$ cat src/verilog/mam_req_pkg.sv
// Memory-access request fields and channel indexing shared by the arbiter, master and top level
package mam_req_pkg;

  // Burst length field of a request, counted in bus words
  localparam int BEATS_W = 13;

  typedef logic [BEATS_W-1:0] beats_t;

  // Number of peer memory-access channels sharing the bus
  localparam int NCHAN = 2;

  // Selects one channel
  typedef logic [$clog2(NCHAN)-1:0] chan_idx_t;

endpackage

$ cat src/verilog/mam_arbiter.sv
// Round-robin arbiter giving one memory-access channel at a time to the bus master
module mam_arbiter #(
  parameter int CREDITS = 2,
  parameter int XLEN    = 32,
  parameter int PLEN    = 32
) (
  input  logic                                      clk_i,
  input  logic                                      rst_i,

  input  logic [mam_req_pkg::NCHAN-1:0]             chan_req_valid_i,
  output logic [mam_req_pkg::NCHAN-1:0]             chan_req_ready_o,
  input  logic [mam_req_pkg::NCHAN-1:0]             chan_req_we_i,
  input  logic [mam_req_pkg::NCHAN-1:0][PLEN-1:0]   chan_req_addr_i,
  input  logic [mam_req_pkg::NCHAN-1:0]             chan_req_burst_i,
  input  mam_req_pkg::beats_t [mam_req_pkg::NCHAN-1:0] chan_req_beats_i,
  input  logic [mam_req_pkg::NCHAN-1:0]             chan_write_valid_i,
  input  logic [mam_req_pkg::NCHAN-1:0][XLEN-1:0]   chan_write_data_i,
  output logic [mam_req_pkg::NCHAN-1:0]             chan_write_ready_o,
  output logic [mam_req_pkg::NCHAN-1:0]             chan_read_valid_o,
  output logic [mam_req_pkg::NCHAN-1:0][XLEN-1:0]   chan_read_data_o,
  input  logic [mam_req_pkg::NCHAN-1:0]             chan_read_credit_i,

  output logic                                      mst_req_valid_o,
  input  logic                                      mst_req_ready_i,
  output logic                                      mst_req_we_o,
  output logic [PLEN-1:0]                           mst_req_addr_o,
  output logic                                      mst_req_burst_o,
  output mam_req_pkg::beats_t                       mst_req_beats_o,
  output logic                                      mst_write_valid_o,
  output logic [XLEN-1:0]                           mst_write_data_o,
  input  logic                                      mst_write_ready_i,
  input  logic                                      mst_read_valid_i,
  input  logic [XLEN-1:0]                           mst_read_data_i,
  output logic                                      mst_read_ready_o
);
  import mam_req_pkg::*;

  localparam int CW = $clog2(CREDITS + 1);

  chan_idx_t     grant;
  chan_idx_t     last_win; // Channel that won the previous arbitration
  chan_idx_t     pick;
  logic          locked;
  logic          accept;
  logic [CW-1:0] credit [NCHAN];

  assign accept = mst_req_valid_o && mst_req_ready_i;

  // Granted channel drives the master
  assign mst_req_valid_o   = chan_req_valid_i[grant] && !locked;
  assign mst_req_we_o      = chan_req_we_i[grant];
  assign mst_req_addr_o    = chan_req_addr_i[grant];
  assign mst_req_burst_o   = chan_req_burst_i[grant];
  assign mst_req_beats_o   = chan_req_beats_i[grant];
  assign mst_write_valid_o = chan_write_valid_i[grant];
  assign mst_write_data_o  = chan_write_data_i[grant];
  assign mst_read_ready_o  = (credit[grant] != '0);

  always_comb begin
    for (int c = 0; c < NCHAN; c++) begin
      chan_req_ready_o[c]   = (grant == chan_idx_t'(c)) && mst_req_ready_i && !locked;
      chan_write_ready_o[c] = (grant == chan_idx_t'(c)) && mst_write_ready_i;
      chan_read_valid_o[c]  = (grant == chan_idx_t'(c)) && mst_read_valid_i && mst_read_ready_o;
      chan_read_data_o[c]   = mst_read_data_i;
    end
  end

  // Farthest candidate checked first so the nearest requester after the last winner wins
  always_comb begin
    chan_idx_t cand;
    pick = grant;
    for (int i = NCHAN; i >= 1; i--) begin
      cand = chan_idx_t'((int'(last_win) + i) % NCHAN);
      if (chan_req_valid_i[cand]) begin
        pick = cand;
      end
    end
  end

  always_ff @(posedge clk_i) begin
    if (rst_i) begin
      grant    <= '0;
      last_win <= chan_idx_t'(NCHAN - 1);
      locked   <= 1'b0;
    end else if (accept) begin
      locked   <= 1'b1;
      last_win <= grant;
    end else if (!locked || mst_req_ready_i) begin
      locked <= 1'b0; // Master back in idle ends the access
      grant  <= pick;
    end
  end

  // Read credits where a delivered beat spends one and a credit pulse returns one
  always_ff @(posedge clk_i) begin
    for (int c = 0; c < NCHAN; c++) begin
      if (rst_i) begin
        credit[c] <= CW'(CREDITS);
      end else if (chan_read_credit_i[c] && !chan_read_valid_o[c]) begin
        if (credit[c] != CW'(CREDITS)) begin
          credit[c] <= credit[c] + 1'b1;
        end
      end else if (!chan_read_credit_i[c] && chan_read_valid_o[c]) begin
        credit[c] <= credit[c] - 1'b1;
      end
    end
  end

  // Grant held for as long as the master works on an accepted request
  a_grant_locked: assert property (@(posedge clk_i) disable iff (rst_i)
    !mst_req_ready_i |-> locked && $stable(grant));

  // A channel only returns credits it has spent
  for (genvar c = 0; c < NCHAN; c++) begin : g_credit_chk
    a_credit_max: assert property (@(posedge clk_i) disable iff (rst_i)
      chan_read_credit_i[c] && !chan_read_valid_o[c] |-> credit[c] != CW'(CREDITS));
  end

endmodule

$ cat config.mk
export PLATFORM = sky130hd
export DESIGN_NAME = mam_arbiter
export DESIGN_NICKNAME = d
export VERILOG_FILES = /design/src/verilog/mam_req_pkg.sv /design/src/verilog/mam_arbiter.sv
export SDC_FILE = /design/constraint.sdc
export NUM_CORES = 1
export LEC_CHECK = 0
export ABC_AREA = 0
export BUFFER_PORTS_ARGS = -buffer_cell sky130_fd_sc_hd__buf_2
export CAP_MARGIN = 40
export CORE_AREA = 2 2 136 138
export DETAILED_ROUTE_END_ITERATION = 12
export DIE_AREA = 0 0 138 140
export GPL_TIMING_DRIVEN = 1
export SYNTH_ARGS = -nofsm -noshare
export SYNTH_HDL_FRONTEND = slang
export SYNTH_SLANG_ARGS = --single-unit
$ cat constraint.sdc
create_clock -name clk_i -period 2.2 [get_ports clk_i]
set_clock_uncertainty 0.15 [all_clocks]
set_input_delay 0.33 -clock clk_i [delete_from_list [all_inputs] [get_ports clk_i]]
set_output_delay 0.33 -clock clk_i [all_outputs]
set_load 0.02 [all_outputs]
Yosys cells after proc, flatten, opt, wreduce, memory -nomap -nowiden
Memory sizes are Yosys's and may differ from the RTL's. A register that Yosys moved wholly into a read port is not among the register bits.
Cells that the tools add are included.
- register bits: 3
- memory bits (writable): 4
- input port bits: 201
- output and inout port bits: 152
- word-level logic and storage cells: 93
- memories: 1
- memory list (name ; depth ; bits a word ; rd ports ; clocked after memory_dff ; write ports ; line ; text):
    credit ; 2 ; 2 ; 3 ; 1 ; 2 ; mam_arbiter.sv:45 ; logic [CW-1:0] credit [NCHAN];
- $add $sub $neg: 6
- order comparisons: 3
- equal/unequal tests: 2
- multiplexer cells: 46
- bitwise gates (word level): 6
- reduce and logical (&&, ||, !) cells: 26
- operator list (cell ; count):
    32-bit 2-to-1 mux ; 4
    1-bit 2-to-1 mux ; 36
    13-bit 2-to-1 mux ; 2
    1-bit logical AND ; 16
    2-bit 2-to-1 mux ; 4
    1-bit by 2-bit < comparator with 1-bit output (second input constant) ; 3
    2-bit nonzero test ; 3
    1-bit logical NOT ; 5
    2-bit by 1-bit adder with 2-bit output (second input constant) ; 2
    2-bit inequality test (second input constant) ; 2
    1-bit OR ; 4
    2-bit by 1-bit subtractor with 2-bit output (second input constant) ; 2
    3-bit AND reduction ; 1
    1-bit adder (second input constant) ; 2
    1-bit NOT ; 2
    1-bit logical OR ; 1

Depth between registers and ports, before layout
- depth in word-level cells: 10
- gate-level depth with buffers: 5

Worst setup path before layout
OpenSTA, ideal clock, no wires.
- path type: register -> register
- start point: mem credit[1][0] (netlist bit)
- end point: mem credit[0][0] (netlist bit), enable pin
- setup time: 0.318 ns
- arrival: 1.335 ns
- required time: 1.732 ns
- setup slack: 0.397 ns
- stages on the path, launching flop included: 4
- period minus slack after synthesis: 1.803 ns
- cell sequence: edfxtp_1 -> nor3b_2 -> nor4b_4 -> mux2i_1
- RTL lines (what ; line):
    from (decl) ; mam_arbiter.sv:45

Worst setup path in the final report
- start point: reg grant
- end point: out chan_read_valid_o[1] (netlist bit)
- cells in the longest elaborated chain, start to end: 2
- ends and longest elaborated chain (what ; line ; text):
    from (decl) ; mam_arbiter.sv:40 ; chan_idx_t grant;
    from (signal assigned) ; mam_arbiter.sv:90 ; grant <= pick;
    1-bit logical AND (2 in a row) ; mam_arbiter.sv:63 ; chan_read_valid_o[c] = (grant == chan_idx_t'(c)) && mst_read_valid_i && mst_read_ready_o;
    to (decl) ; mam_arbiter.sv:19 ; output logic [mam_req_pkg::NCHAN-1:0] chan_read_valid_o,
Every way passes these cells.

==> flow_summary.yaml <==
global_routing:
  grt_pass1_wl_um: 12500
  grt_pass1_vias: 2266
  grt_antenna_before_repair: 0
  grt_max_degree: 41
  overflow: 0
  grt_util_all_layers_pct: 8.02
clocking:
  postCtsHoldBufs: 0
  cts_root_buffer: "clkbuf_16"
  cts_sinks: 8
  htree_num_levels: 1
  cts_buffers: 3
  ctsResizeCount: 0
  cts_tree: "done"
  insertion_delay_ps: 230
  post-cts-setup-buffers: 0
  cts_max_path_buffers: 2
  path_clk_slew_ps: 40
power:
  p_clk_share_pct: 24.7
  internal_power_uw: 785
  swShare_pct: 39.2
  leakagePower_uw: 0.00158
  pwr-share-seq_pct: 15.2
  combinationalPowerShare_pct: 60.1
  powerDensity_mw_per_mm2: 408
  p_sw_uw: 506
  ir_drop_mv: 0.295
route:
  drt_iter0_markers: 46
  first_pass_iters: 4
  vias_per_cell: 3.55
  drc: 0
  ant_nets: 0
  route.vias.total: 2242
  finalWirelength_um: 8580
  avgRoutedWirePerCell_um: 13.6
worst_setup_path:
  start_kind: "register"
  crit_chain: "buf_12, nand2_1, nor3_4, buf_2"
  crit_fanout: 40
  end_kind: "primary output"
  arrival_ps: 1570
  crit_slowest_cell: "dfxtp_4"
  max_stage_delay_ps: 490
  crit_type: "reg2out"
  cp.required_ps: 1720
die:
  dieWidth_um: 138
  ios: 353
  rows: 49
  chipHeight_um: 140
  dieArea_mm2: 0.0193
  core_region_area_mm2: 0.0178
  initial_core_util_pct: 11.3
yosys:
  postSynthCellCount: 215
  synth_edf_count: 4
  synth_area_per_cell_um2: 9.38
  syn-num-nets: 417
  synthArstFlopShare_pct: 0
  synth_flop_cell: "edfxtp_1"
  synth-seq-cells: 8
  yosys_warnings: 0
  synth.yosys.seq_area_share_pct: 9.93
  netlist_area_mm2: 0.00202
  synth_cell_types: 34
placed_design:
  io_buffers: 256
  hpwlAfterDp_um: 7510
  gp_congestion: 0.754
  place_inst: 627
finish:
  syn_to_final_growth_pct: 57.1
  drive_gt1_share_pct: 86.6
  layout.cells.non_filler: 631
  final_common_cell: "buf_2"
  diodes: 0
  fin_nets: 605
  final_cell_mix: "256 x buf_2, 81 x mux2_2, 7 x inv_1, 6 x nor3_1"
sta:
  setup_viol: 0
  setup_tns_ps: 0
  grt_setup_unrepaired: "false"
  finalCritPeriodShare_pct: 93.1
  fin_crit_ps: 2050
  maxSlewViolCount: 0
  hold-worst-slack_ps: 321
  finalHoldViolations: 0
  slew_headroom_pct: 67.0
  fmax_mhz: 488
  tightest_slew_ps: 482
run_status:
  status: "finished, final reports clean"
job:
  cap_violations: 0
min_path:
  worst_hold_path_type: "in2reg"
stage by stage:
step	area [um^2]	utilization, %	total power (uW)	worst slack, ps
2_1_floorplan	2020	-	819	397
3_3_place_gp	3090	17.4	979	322
3_5_place_dp	3090	17.4	983	306
4_1_cts	3170	17.8	1310	91.2
5_1_grt	3170	17.8	1370	18.7
6_report	3170	17.8	1290	151
power groups by stage:
stage                     registers [uW]  logic [uW]  clock network [uW]
after floorplan                      186         633                   0
after global placement               198         781                   0
after detailed placement             199         784                   0
after CTS                            196         789                 325
after global routing                 199         834                 336
final                                196         776                 319
critical path, delay by kind of cell (launching register included):
family	cells	cell delay, ps
buf+inv	2	500
simple gates	2	360
flops	1	490
metal layers:
layer / global-route usage (%) / vias to the layer above / share of wire [%]
met5: 0 / - / 0
met4: 1.66 / 0 / 1.5
met3: 3.08 / 18 / 11
met2: 13.8 / 175 / 48
met1: 9.56 / 976 / 40
li1: - / 1073 / -
path summary, 6_finish.rpt:
path	from	endpoint	slack, ps	depth (start not counted)
min	rst_i	grant$_SDFFE_PP0P_	320	2
max	grant$_SDFFE_PP0P_	chan_read_valid_o[1]	150	4
min reg2reg	last_win$_SDFFE_PP1P_	last_win$_SDFFE_PP1P_	410	2
max reg2reg	grant$_SDFFE_PP0P_	credit[1][0]$_SDFFCE_PN0P_	350	4
cells by family (layout without fill, tap and decap cells):
| group | after synthesis | in the layout | synth area share [%] |
|---|---|---|---|
| AO/OA/AOI/OAI | 12 | 12 | 3.78 |
| XOR/XNOR | 1 | 1 | 0.434 |
| adder cells (fa/ha/maj) | 1 | 1 | 0.620 |
| buffers and inverters | 82 | 269 | 28.0 |
| flip-flops | 8 | 8 | 9.93 |
| multiplexers | 86 | 86 | 48.0 |
| AND/OR/NAND/NOR | 25 | 25 | 9.24 |
cell type report:
| cell class | instances | area, um^2 |
|---|---|---|
| tap | 229 | 287 |
| timing repair buffer | 258 | 1320 |
| inverter | 7 | 26.3 |
| sequential | 8 | 204 |
| multi-input combinational | 125 | 1250 |
| fill | 1985 | 14600 |
| clock buffer | 4 | 78.8 |
Yosys cell counts, types with 2 or more instances:
library cell	instances	area, um^2
mux2_2	81	912
buf_4	66	495
buf_2	8	40.0
inv_1	7	26.3
nor3_1	6	30.0
dfxtp_1	4	80.1
edfxtp_1	4	120
mux2i_1	4	40.0
a21oi_1	3	15.0
nor2b_1	3	18.8
o21ai_0	3	15.0
and3_1	2	12.5
nor2_1	2	7.51
nor4b_1	2	17.5
Note: power is estimated with default switching activity, not from simulation.
