--- config.mk ---
export PLATFORM = sky130hd
export DESIGN_NAME = mam_ahb_master
export DESIGN_NICKNAME = d
export VERILOG_FILES = /design/src/verilog/ahb3_pkg.sv /design/src/verilog/mam_req_pkg.sv /design/src/verilog/mam_ahb_master.sv
export SDC_FILE = /design/constraint.sdc
export NUM_CORES = 1
export LEC_CHECK = 0
export BUFFER_PORTS_ARGS = -buffer_cell sky130_fd_sc_hd__buf_2
export CORE_ASPECT_RATIO = 1.75
export CORE_MARGIN = 2
export CORE_UTILIZATION = 45
export CTS_CLUSTER_SIZE = 30
export DETAILED_ROUTE_END_ITERATION = 8
export PLACE_DENSITY = 0.82
export SYNTH_ARGS = -nofsm -noshare
export SYNTH_HDL_FRONTEND = slang
export SYNTH_SLANG_ARGS = --single-unit
--- constraint.sdc ---
create_clock -name clk_i -period 4 [get_ports clk_i]
set_clock_uncertainty 0.15 [all_clocks]
set_input_delay 0.8 -clock clk_i [delete_from_list [all_inputs] [get_ports clk_i]]
set_output_delay 0.8 -clock clk_i [all_outputs]
set_load 0.05 [all_outputs]
--- src/verilog/ahb3_pkg.sv ---
// AHB3 bus encodings shared by the memory-access master and the SRAM slave
package ahb3_pkg;

  // Only idle and non-sequential transfer types are ever issued
  typedef enum logic [1:0] {
    IDLE   = 2'b00,
    NONSEQ = 2'b10
  } htrans_t;

  // Burst type
  typedef enum logic [2:0] {
    SINGLE = 3'b000, // Bus parked between accesses
    INCR   = 3'b010, // Incrementing burst, more beats follow
    END    = 3'b111  // Final beat of a burst or a single access
  } hburst_t;

  // Full 32-bit word transfer
  localparam logic [2:0] HSIZE_WORD = 3'b010;

endpackage

--- src/verilog/mam_req_pkg.sv ---
// Memory-access request fields and channel indexing shared by the arbiter, master and top level
package mam_req_pkg;

  // Burst length field of a request, counted in bus words
  localparam int BEATS_W = 13;

  typedef logic [BEATS_W-1:0] beats_t;

  // Number of peer memory-access channels sharing the bus
  localparam int NCHAN = 2;

  // Selects one channel
  typedef logic [$clog2(NCHAN)-1:0] chan_idx_t;

endpackage

--- src/verilog/mam_ahb_master.sv ---
// AHB3 bus master turning one memory-access request into single or incrementing burst beats
module mam_ahb_master #(
  parameter int XLEN = 32,
  parameter int PLEN = 32
) (
  input  logic                clk_i,
  input  logic                rst_i,

  input  logic                req_valid_i,
  output logic                req_ready_o,
  input  logic                req_we_i,    // 1 for write, 0 for read
  input  logic [PLEN-1:0]     req_addr_i,  // Base address
  input  logic                req_burst_i, // 1 for incrementing burst
  input  mam_req_pkg::beats_t req_beats_i,

  input  logic                write_valid_i,
  input  logic [XLEN-1:0]     write_data_i,
  output logic                write_ready_o,

  output logic                read_valid_o,
  output logic [XLEN-1:0]     read_data_o,
  input  logic                read_ready_i,

  output logic                ahb_hsel_o,
  output logic [PLEN-1:0]     ahb_haddr_o,
  output logic [XLEN-1:0]     ahb_hwdata_o,
  input  logic [XLEN-1:0]     ahb_hrdata_i,
  output logic                ahb_hwrite_o,
  output logic [2:0]          ahb_hsize_o,
  output ahb3_pkg::hburst_t   ahb_hburst_o,
  output ahb3_pkg::htrans_t   ahb_htrans_o,
  input  logic                ahb_hready_i
);
  import ahb3_pkg::*;
  import mam_req_pkg::*;

  localparam logic [PLEN-1:0] ADDR_STEP = PLEN'(XLEN / 8);

  typedef enum logic [2:0] {
    ST_IDLE,
    ST_WRITE,
    ST_WRITE_WAIT,
    ST_WRITE_LAST,
    ST_WRITE_LAST_WAIT,
    ST_READ,
    ST_READ_WAIT
  } state_t;

  state_t          state;
  state_t          nxt_state;
  beats_t          beats;
  beats_t          nxt_beats;
  beats_t          req_len;
  hburst_t         nxt_hburst;
  logic [PLEN-1:0] nxt_haddr;
  logic            nxt_hwrite;
  logic [XLEN-1:0] nxt_hwdata;
  logic [XLEN-1:0] nxt_rdata;

  // A single access is handled as a one-beat burst
  assign req_len = req_burst_i ? req_beats_i : beats_t'(1);

  assign ahb_hsize_o  = HSIZE_WORD;
  assign ahb_htrans_o = ahb_hsel_o ? NONSEQ : IDLE;

  always_ff @(posedge clk_i) begin
    if (rst_i) begin
      state        <= ST_IDLE;
      ahb_hburst_o <= SINGLE;
    end else begin
      state        <= nxt_state;
      ahb_hburst_o <= nxt_hburst;
    end
    ahb_haddr_o  <= nxt_haddr;
    ahb_hwrite_o <= nxt_hwrite;
    ahb_hwdata_o <= nxt_hwdata;
    read_data_o  <= nxt_rdata;
    beats        <= nxt_beats;
  end

  always_comb begin
    nxt_state     = state;
    nxt_beats     = beats;
    nxt_hburst    = ahb_hburst_o;
    nxt_haddr     = ahb_haddr_o;
    nxt_hwrite    = ahb_hwrite_o;
    nxt_hwdata    = ahb_hwdata_o;
    nxt_rdata     = read_data_o;
    req_ready_o   = 1'b0;
    write_ready_o = 1'b0;
    read_valid_o  = 1'b0;
    ahb_hsel_o    = 1'b0;

    case (state)
      ST_IDLE: begin
        req_ready_o = 1'b1;
        if (req_valid_i) begin
          nxt_haddr  = req_addr_i;
          nxt_hwrite = req_we_i;
          nxt_beats  = req_len;
          nxt_hburst = (req_len == beats_t'(1)) ? END : INCR;
          if (!req_we_i) begin
            nxt_state = ST_READ;
          end else if (req_len == beats_t'(1)) begin
            nxt_state = ST_WRITE_LAST_WAIT;
          end else begin
            nxt_state = ST_WRITE_WAIT;
          end
        end
      end

      ST_WRITE_WAIT: begin
        write_ready_o = 1'b1;
        if (write_valid_i) begin
          nxt_hwdata = write_data_i;
          nxt_beats  = beats - 1'b1;
          nxt_state  = ST_WRITE;
        end
      end

      ST_WRITE: begin
        ahb_hsel_o = 1'b1;
        if (ahb_hready_i) begin
          // Next word can be taken while this beat completes
          write_ready_o = 1'b1;
          nxt_haddr     = ahb_haddr_o + ADDR_STEP;
          if (beats == beats_t'(1)) begin
            nxt_hburst = END;
            nxt_state  = write_valid_i ? ST_WRITE_LAST : ST_WRITE_LAST_WAIT;
            if (write_valid_i) begin
              nxt_hwdata = write_data_i;
            end
          end else if (write_valid_i) begin
            nxt_hwdata = write_data_i;
            nxt_beats  = beats - 1'b1;
          end else begin
            nxt_state = ST_WRITE_WAIT;
          end
        end
      end

      ST_WRITE_LAST_WAIT: begin
        write_ready_o = 1'b1;
        if (write_valid_i) begin
          nxt_hwdata = write_data_i;
          nxt_state  = ST_WRITE_LAST;
        end
      end

      ST_WRITE_LAST: begin
        ahb_hsel_o = 1'b1;
        if (ahb_hready_i) begin
          nxt_hburst = SINGLE;
          nxt_state  = ST_IDLE;
        end
      end

      ST_READ: begin
        ahb_hsel_o = 1'b1;
        if (ahb_hready_i) begin
          nxt_rdata = ahb_hrdata_i;
          nxt_beats = beats - 1'b1;
          nxt_haddr = ahb_haddr_o + ADDR_STEP;
          nxt_state = ST_READ_WAIT;
        end
      end

      ST_READ_WAIT: begin
        // Bus stays idle here until the channel has credit
        read_valid_o = 1'b1;
        if (read_ready_i) begin
          if (beats == '0) begin
            nxt_hburst = SINGLE;
            nxt_state  = ST_IDLE;
          end else begin
            if (beats == beats_t'(1)) begin
              nxt_hburst = END;
            end
            nxt_state = ST_READ;
          end
        end
      end

      default: nxt_state = ST_IDLE;
    endcase
  end

  // Address phase held by the master across all slave wait states
  a_addr_stable: assert property (@(posedge clk_i) disable iff (rst_i)
    ahb_hsel_o && !ahb_hready_i |=> ahb_hsel_o && $stable(ahb_haddr_o) && $stable(ahb_hwrite_o));

endmodule

### Word level (Yosys, flattened, before mapping)

Index checks and enable logic that the tools add are counted.

| storage, ports and cells | value |
|---|---|
| flip-flop bits (word level) | 116 |
| input bits | 117 |
| output and inout bits | 109 |
| logic and storage cells | 83 |

| cells by class | value |
|---|---|
| $add $sub $neg | 2 |
| eq/ne operators | 18 |
| mux-type cells | 40 |
| reduce and logical (&&, ||, !) cells | 16 |

Operators with widths:

| cell | count |
|---|---|
| 2-to-1 mux 32 bit | 4 |
| one-hot mux 32 bit (2 select lines) | 2 |
| 2-to-1 mux 13 bit | 6 |
| 2-to-1 mux 3 bit | 19 |
| one-hot mux 13 bit (4 select lines) | 1 |
| adder 32 x 3 -> 32 bit (second input constant) | 1 |
| equality test 13 x 1 -> 1 bit (second input constant) | 2 |
| one-hot mux 3 bit (7 select lines) | 1 |
| != test 2 bit (second input constant) | 8 |
| zero test 13 bit | 1 |
| subtractor 13 x 1 -> 13 bit (second input constant) | 1 |
| one-hot mux 3 bit (4 select lines) | 1 |
| AND reduction 5 bit | 2 |
| equality test 3 bit (second input constant) | 3 |
| AND reduction 8 bit | 1 |
| nonzero test 4 bit | 2 |
| equality test 3 x 2 -> 1 bit (second input constant) | 2 |
| AND reduction 2 bit | 3 |
| 2-to-1 mux 1 bit | 4 |
| nonzero test 2 bit | 2 |
| OR reduction 2 bit | 2 |
| equality test 3 x 1 -> 1 bit (second input constant) | 1 |
| zero test 3 bit | 1 |
| != test 3 bit (second input constant) | 1 |
| 5 further kinds | 5 |

### Logic depth before layout (Yosys ltp)

| logic depth | value |
|---|---|
| word-level depth | 6 |
| gate-level depth with buffers | 7 |
| gate-level depth less buffers | 6 |

### Least setup slack after synthesis

No wires, ideal clock.

| timing path | value |
|---|---|
| path type | reg-to-reg |
| start | register state[0] |
| end | register ahb_haddr_o[10] (enable) |
| library setup time | 0.386 ns |
| arrival | 2.831 ns |
| required time | 3.464 ns |
| path slack | 0.633 ns |
| cell stages (with the launch flop) | 6 |
| buffers on the path | 2 |
| clock period less this slack | 3.367 ns |
| cells stage by stage | dfxtp_1 > buf_2 > buf_4 > nor3_1 > and2_1 > a21o_1 |

| on the way | value |
|---|---|
| longest elaborated chain between the ends | 4 |
| elaborated cells on any way between the ends | 8 |
| classes of those cells | eq/ne: 4; reduce/logical: 4 |

RTL lines:

| item | line | RTL |
|---|---|---|
| from (decl) | mam_ahb_master.sv:49 | `state_t state;` |
| from (signal assigned) | mam_ahb_master.sv:71 | `state <= nxt_state;` |
| equality test 3 bit or equality test 3 x 1 -> 1 bit (tied branches) | mam_ahb_master.sv:94 | `case (state)` |
| OR reduction 2 bit (no source line) | n/a |  |
| != test 2 x 1 -> 1 bit (no source line) or nonzero test 2 bit (tied branches) | n/a |  |
| AND reduction 3 bit (no source line) * | n/a |  |
| to (signal assigned) | mam_ahb_master.sv:74 | `ahb_haddr_o <= nxt_haddr;` |
| to (decl) | mam_ahb_master.sv:25 | `output logic [PLEN-1:0] ahb_haddr_o,` |

Mark *: on every way between the ends. The rest lies on a longest branch, timed or not.
A chain may end at the register's enable or synchronous reset.

### Worst setup path after layout

| timing path | value |
|---|---|
| start | register state[0] |
| end | output port write_ready_o |

| on the way | value |
|---|---|
| longest elaborated chain between the ends | 3 |
| elaborated cells on any way between the ends | 5 |
| classes of those cells | eq/ne: 3; mux: 1; reduce/logical: 1 |

RTL lines:

| item | line | RTL |
|---|---|---|
| equality test 3 bit or equality test 3 x 2 -> 1 bit (tied branches) | mam_ahb_master.sv:94 |  |
| OR reduction 2 bit (no source line) | n/a |  |
| one-hot mux 1 bit (2 select lines) * | mam_ahb_master.sv:94 |  |
| to (decl) | mam_ahb_master.sv:18 | `output logic write_ready_o,` |

Marks and branches as above.

==> results by group <==
Global route
  – Initial antenna violation count: 1
  – Remaining Overflow, GRT: 0
  – Gr usage total: 0.217
  – Largest net degree at the start of global routing: 36
  – Global-route wire length before repair: 21,000 um
  – Vias in the first global route: roughly 4,200

STA
  – Min Tclk post-route: roughly 3.2 ns
  – Count of final setup violators: 0
  – Fmax: 311 MHz
  – Final period util: 0.804
  – Final Max Tran Viols: 0
  – PnR worst setup slack: slightly below 0.8 ns
  – Worst slew margin: 0.543
  – Setup TNS: 0 ns
  – Final hold vios: 0
  – Worst-margin pin slew: 0.685 ns
  – RSZ-0062 raised after global routing: false

Min path
  – Min-delay worst type: reg2reg
  – Hold Startpoint: ahb_hburst_o[2]$_SDFFE_PP0P_
  – Hold Path Depth: 1
  – Hold Path End: ahb_hburst_o[2]$_SDFFE_PP0P_

Die
  – IO Pins: about 230
  – FP Rows: 52
  – Total die area: 12,700 um2
  – Core area: 11,500 um2
  – Height of the die: 148 um
  – Die extent in x: ~86 um
  – Initial Util: 0.460

Layout
  – P&R area growth vs syn: 33.6%
  – Fin nets: 770
  – Most common cell after layout, fill and taps aside: buf_2
  – Ant. Diodes: 0
  – Fin area: roughly 7100 um2
  – Finished Core Util: 0.615
  – Commonest cells after routing, fill and taps aside: buf_2 (221), edfxtp_1 (110), nand2_1 (54)
  – Share of layout cells above drive strength 1: 0.412

Yosys
  – Mapped Area: ~5300 um2
  – Sequential element share of the synthesized area: 0.646
  – FF+latch count, synth: 116
  – Synth warn: 0
  – Largest family of logic cells by synthesized area: simple AND/OR/NAND/NOR gates
  – Synth Area in Simple Gates: 0.158
  – Synth cell types: 56
  – Xor/xnor share of the synthesized area: 0.0628
  – Main synth FF type: edfxtp_1
  – EDFF count, synth: 110
  – Post-synthesis async set-or-reset flop share: 0
  – Post-synthesis compound-gate area fraction: 0.0888
  – Mapped Cells: 425
  – Synth Area per Inst: about 12 um2
  – Multiplexer share of the synthesized area: 0.00378
  – Adder-Cell Fraction of Synth Area: 0.00945

Setup path
  – Worst-path maximum fanout: 21
  – Reg2Reg Depth: 5
  – Req. time, crit path: approximately 3 ns
  – Nature of the critical path startpoint: flip-flop
  – Buf/Inv on CP: 1
  – WS Path Type: reg2out
  – Worst Path Arrival: around 2.3 ns
  – Cell chain of the critical path: nor2b_1 > nand2_1 > a2bb2oi_1 > buf_2
  – FF-to-FF Start: state[0]$_SDFFE_PP0P_
  – R2R Setup Slk: roughly 1.4 ns
  – Slowest CP cell: dfxtp_1
  – Largest delay contributor family on the critical path: flip-flops
  – R2R Path End: ahb_hwdata_o[1]$_DFFE_PP_
  – CP Capture Type: primary output
  – Max stage delay on crit path: ~0.76 ns

Routing
  – Vias: approximately 4,300
  – 1st-pass router iterations: 6
  – Initial DRC count: between 200 and 300
  – Post-Route WL: 13,600 um
  – Post-route ant nets: 0
  – Routed wire per std cell: approximately 17 um
  – Via/cell ratio: approximately 5.4
  – # DRC: 0

Clock tree
  – Root Driver: clkbuf_16
  – Clock latency at the later pin of the worst-skew pair: roughly 0.41 ns
  – CTS Buffer Depth: 2
  – TritonCTS clock tree: built
  – Resized Gates After CTS: 0
  – H-tree depth: 4
  – Clk sinks: roughly 120
  – CTS Buf Count: 17
  – Hold buffers post-CTS: 0
  – CTS clk-pin slew, worst paths: 0.06 ns
  – Post-CTS setup buffer count: 0

Placement
  – IO Port Bufs: approximately 220
  – DP Area: approximately 6500 um2
  – DP HPWL: 10,300 um
  – Routability-driven placement congestion ratio: ~0.84
  – Worst slack, placed: ~1.2 ns

Run status
  – Status: completed

Flow run
  – Max_cap viols: 0

Power and ir drop
  – Pwr dens: 876 nW/um2
  – VDD IR max: around 0.44 mV
  – Leak: between 2 and 3 nW
## state kept, by name (all words and copies together), names as in the netlist
register	flops
ahb_haddr_o	32
ahb_hburst_o	3
ahb_hwdata_o	32
ahb_hwrite_o	1
beats	13
read_data_o	32
state	3
## worst max-delay path by stage
stage | start | endpoint | slack, ns | cells after the start
floorplan | state[0]$_SDFFE_PP0P_ | ahb_haddr_o[10]$_DFFE_PP_ | 0.63 | 5
CTS | state[0]$_SDFFE_PP0P_ | write_ready_o | 0.78 | 4
detailed placement | state[0]$_SDFFE_PP0P_ | write_ready_o | 1.23 | 4
global placement | state[0]$_SDFFE_PP0P_ | write_ready_o | 1.31 | 4
global route | state[0]$_SDFFE_PP0P_ | write_ready_o | 0.60 | 4
finish | state[0]$_SDFFE_PP0P_ | write_ready_o | 0.78 | 4
## per-layer routing
metal	global-route usage	up-vias	routed length, um
li1	-	2032	-
met1	0.239	2035	5060
met2	0.376	192	7350
met3	0.0558	30	849
met4	0.113	2	342
met5	0	-	14
## logic make-up after synthesis
family,count (synthesis)
simple gates,156
mux,2
other cells,2
buf+inv,32
xor+xnor,38
compound gates,75
fa+ha+maj,4
flops,116
## per-stage QoR
| step | power [mW] | instances | hold slack, ns |
|---|---|---|---|
| after CTS | 6.24 | 797 | 0.339 |
| after global placement | 4.70 | 765 | 0.314 |
| after detailed placement | 4.77 | 765 | 0.315 |
| after global routing | 6.49 | 797 | 0.364 |
| after floorplan | 4.13 | 427 | 0.472 |
| final | 6.20 | 797 | 0.343 |
## layout make-up
type | count | area, um2
clock inverter | 14 | 146
tap | 135 | 169
timing repair buffer | 227 | 1150
inverter | 8 | 30.0
sequential | 116 | 3420
clock buffer | 18 | 429
multi-input combinational | 279 | 1730
fill | 907 | 4440
## cell usage after synthesis, types with 2 or more instances
| cell | instances | area [um2] |
|---|---|---|
| and4_1 | 5 | 43.8 |
| a21oi_1 | 8 | 40.0 |
| conb_1 | 2 | 7.51 |
| nand3_1 | 23 | 115 |
| clkbuf_1 | 13 | 48.8 |
| nor4_1 | 8 | 50.1 |
| o21ai_0 | 28 | 140 |
| nand4_1 | 6 | 37.5 |
| edfxtp_1 | 110 | 3300 |
| dfxtp_1 | 6 | 120 |
| buf_4 | 9 | 67.6 |
| nor2_1 | 15 | 56.3 |
| o21a_1 | 3 | 22.5 |
| and2_1 | 6 | 37.5 |
| xor2_1 | 11 | 96.3 |
| xnor2_1 | 27 | 236 |
| o221ai_1 | 2 | 17.5 |
| nand2_1 | 54 | 203 |
| o21ai_1 | 15 | 75.1 |
| nor4_4 | 2 | 42.5 |
| mux2i_1 | 2 | 20.0 |
| and3_1 | 5 | 31.3 |
| or4_1 | 3 | 22.5 |
| nor3_1 | 10 | 50.1 |
| a31oi_1 | 2 | 12.5 |
| buf_2 | 2 | 10.0 |
| nand3b_1 | 2 | 15.0 |
| nand2b_1 | 3 | 18.8 |
| inv_1 | 8 | 30.0 |
| nor3b_1 | 3 | 22.5 |
| nor2b_1 | 3 | 18.8 |
| ha_1 | 4 | 50.1 |
| o221a_2 | 2 | 22.5 |
## report_power, final
| group | switching, mW | internal, mW |
|---|---|---|
| registers | 0.385 | 1.87 |
| logic | 1.85 | 0.647 |
| clock network | 0.574 | 0.874 |
Power figures use the tool's default switching activity.
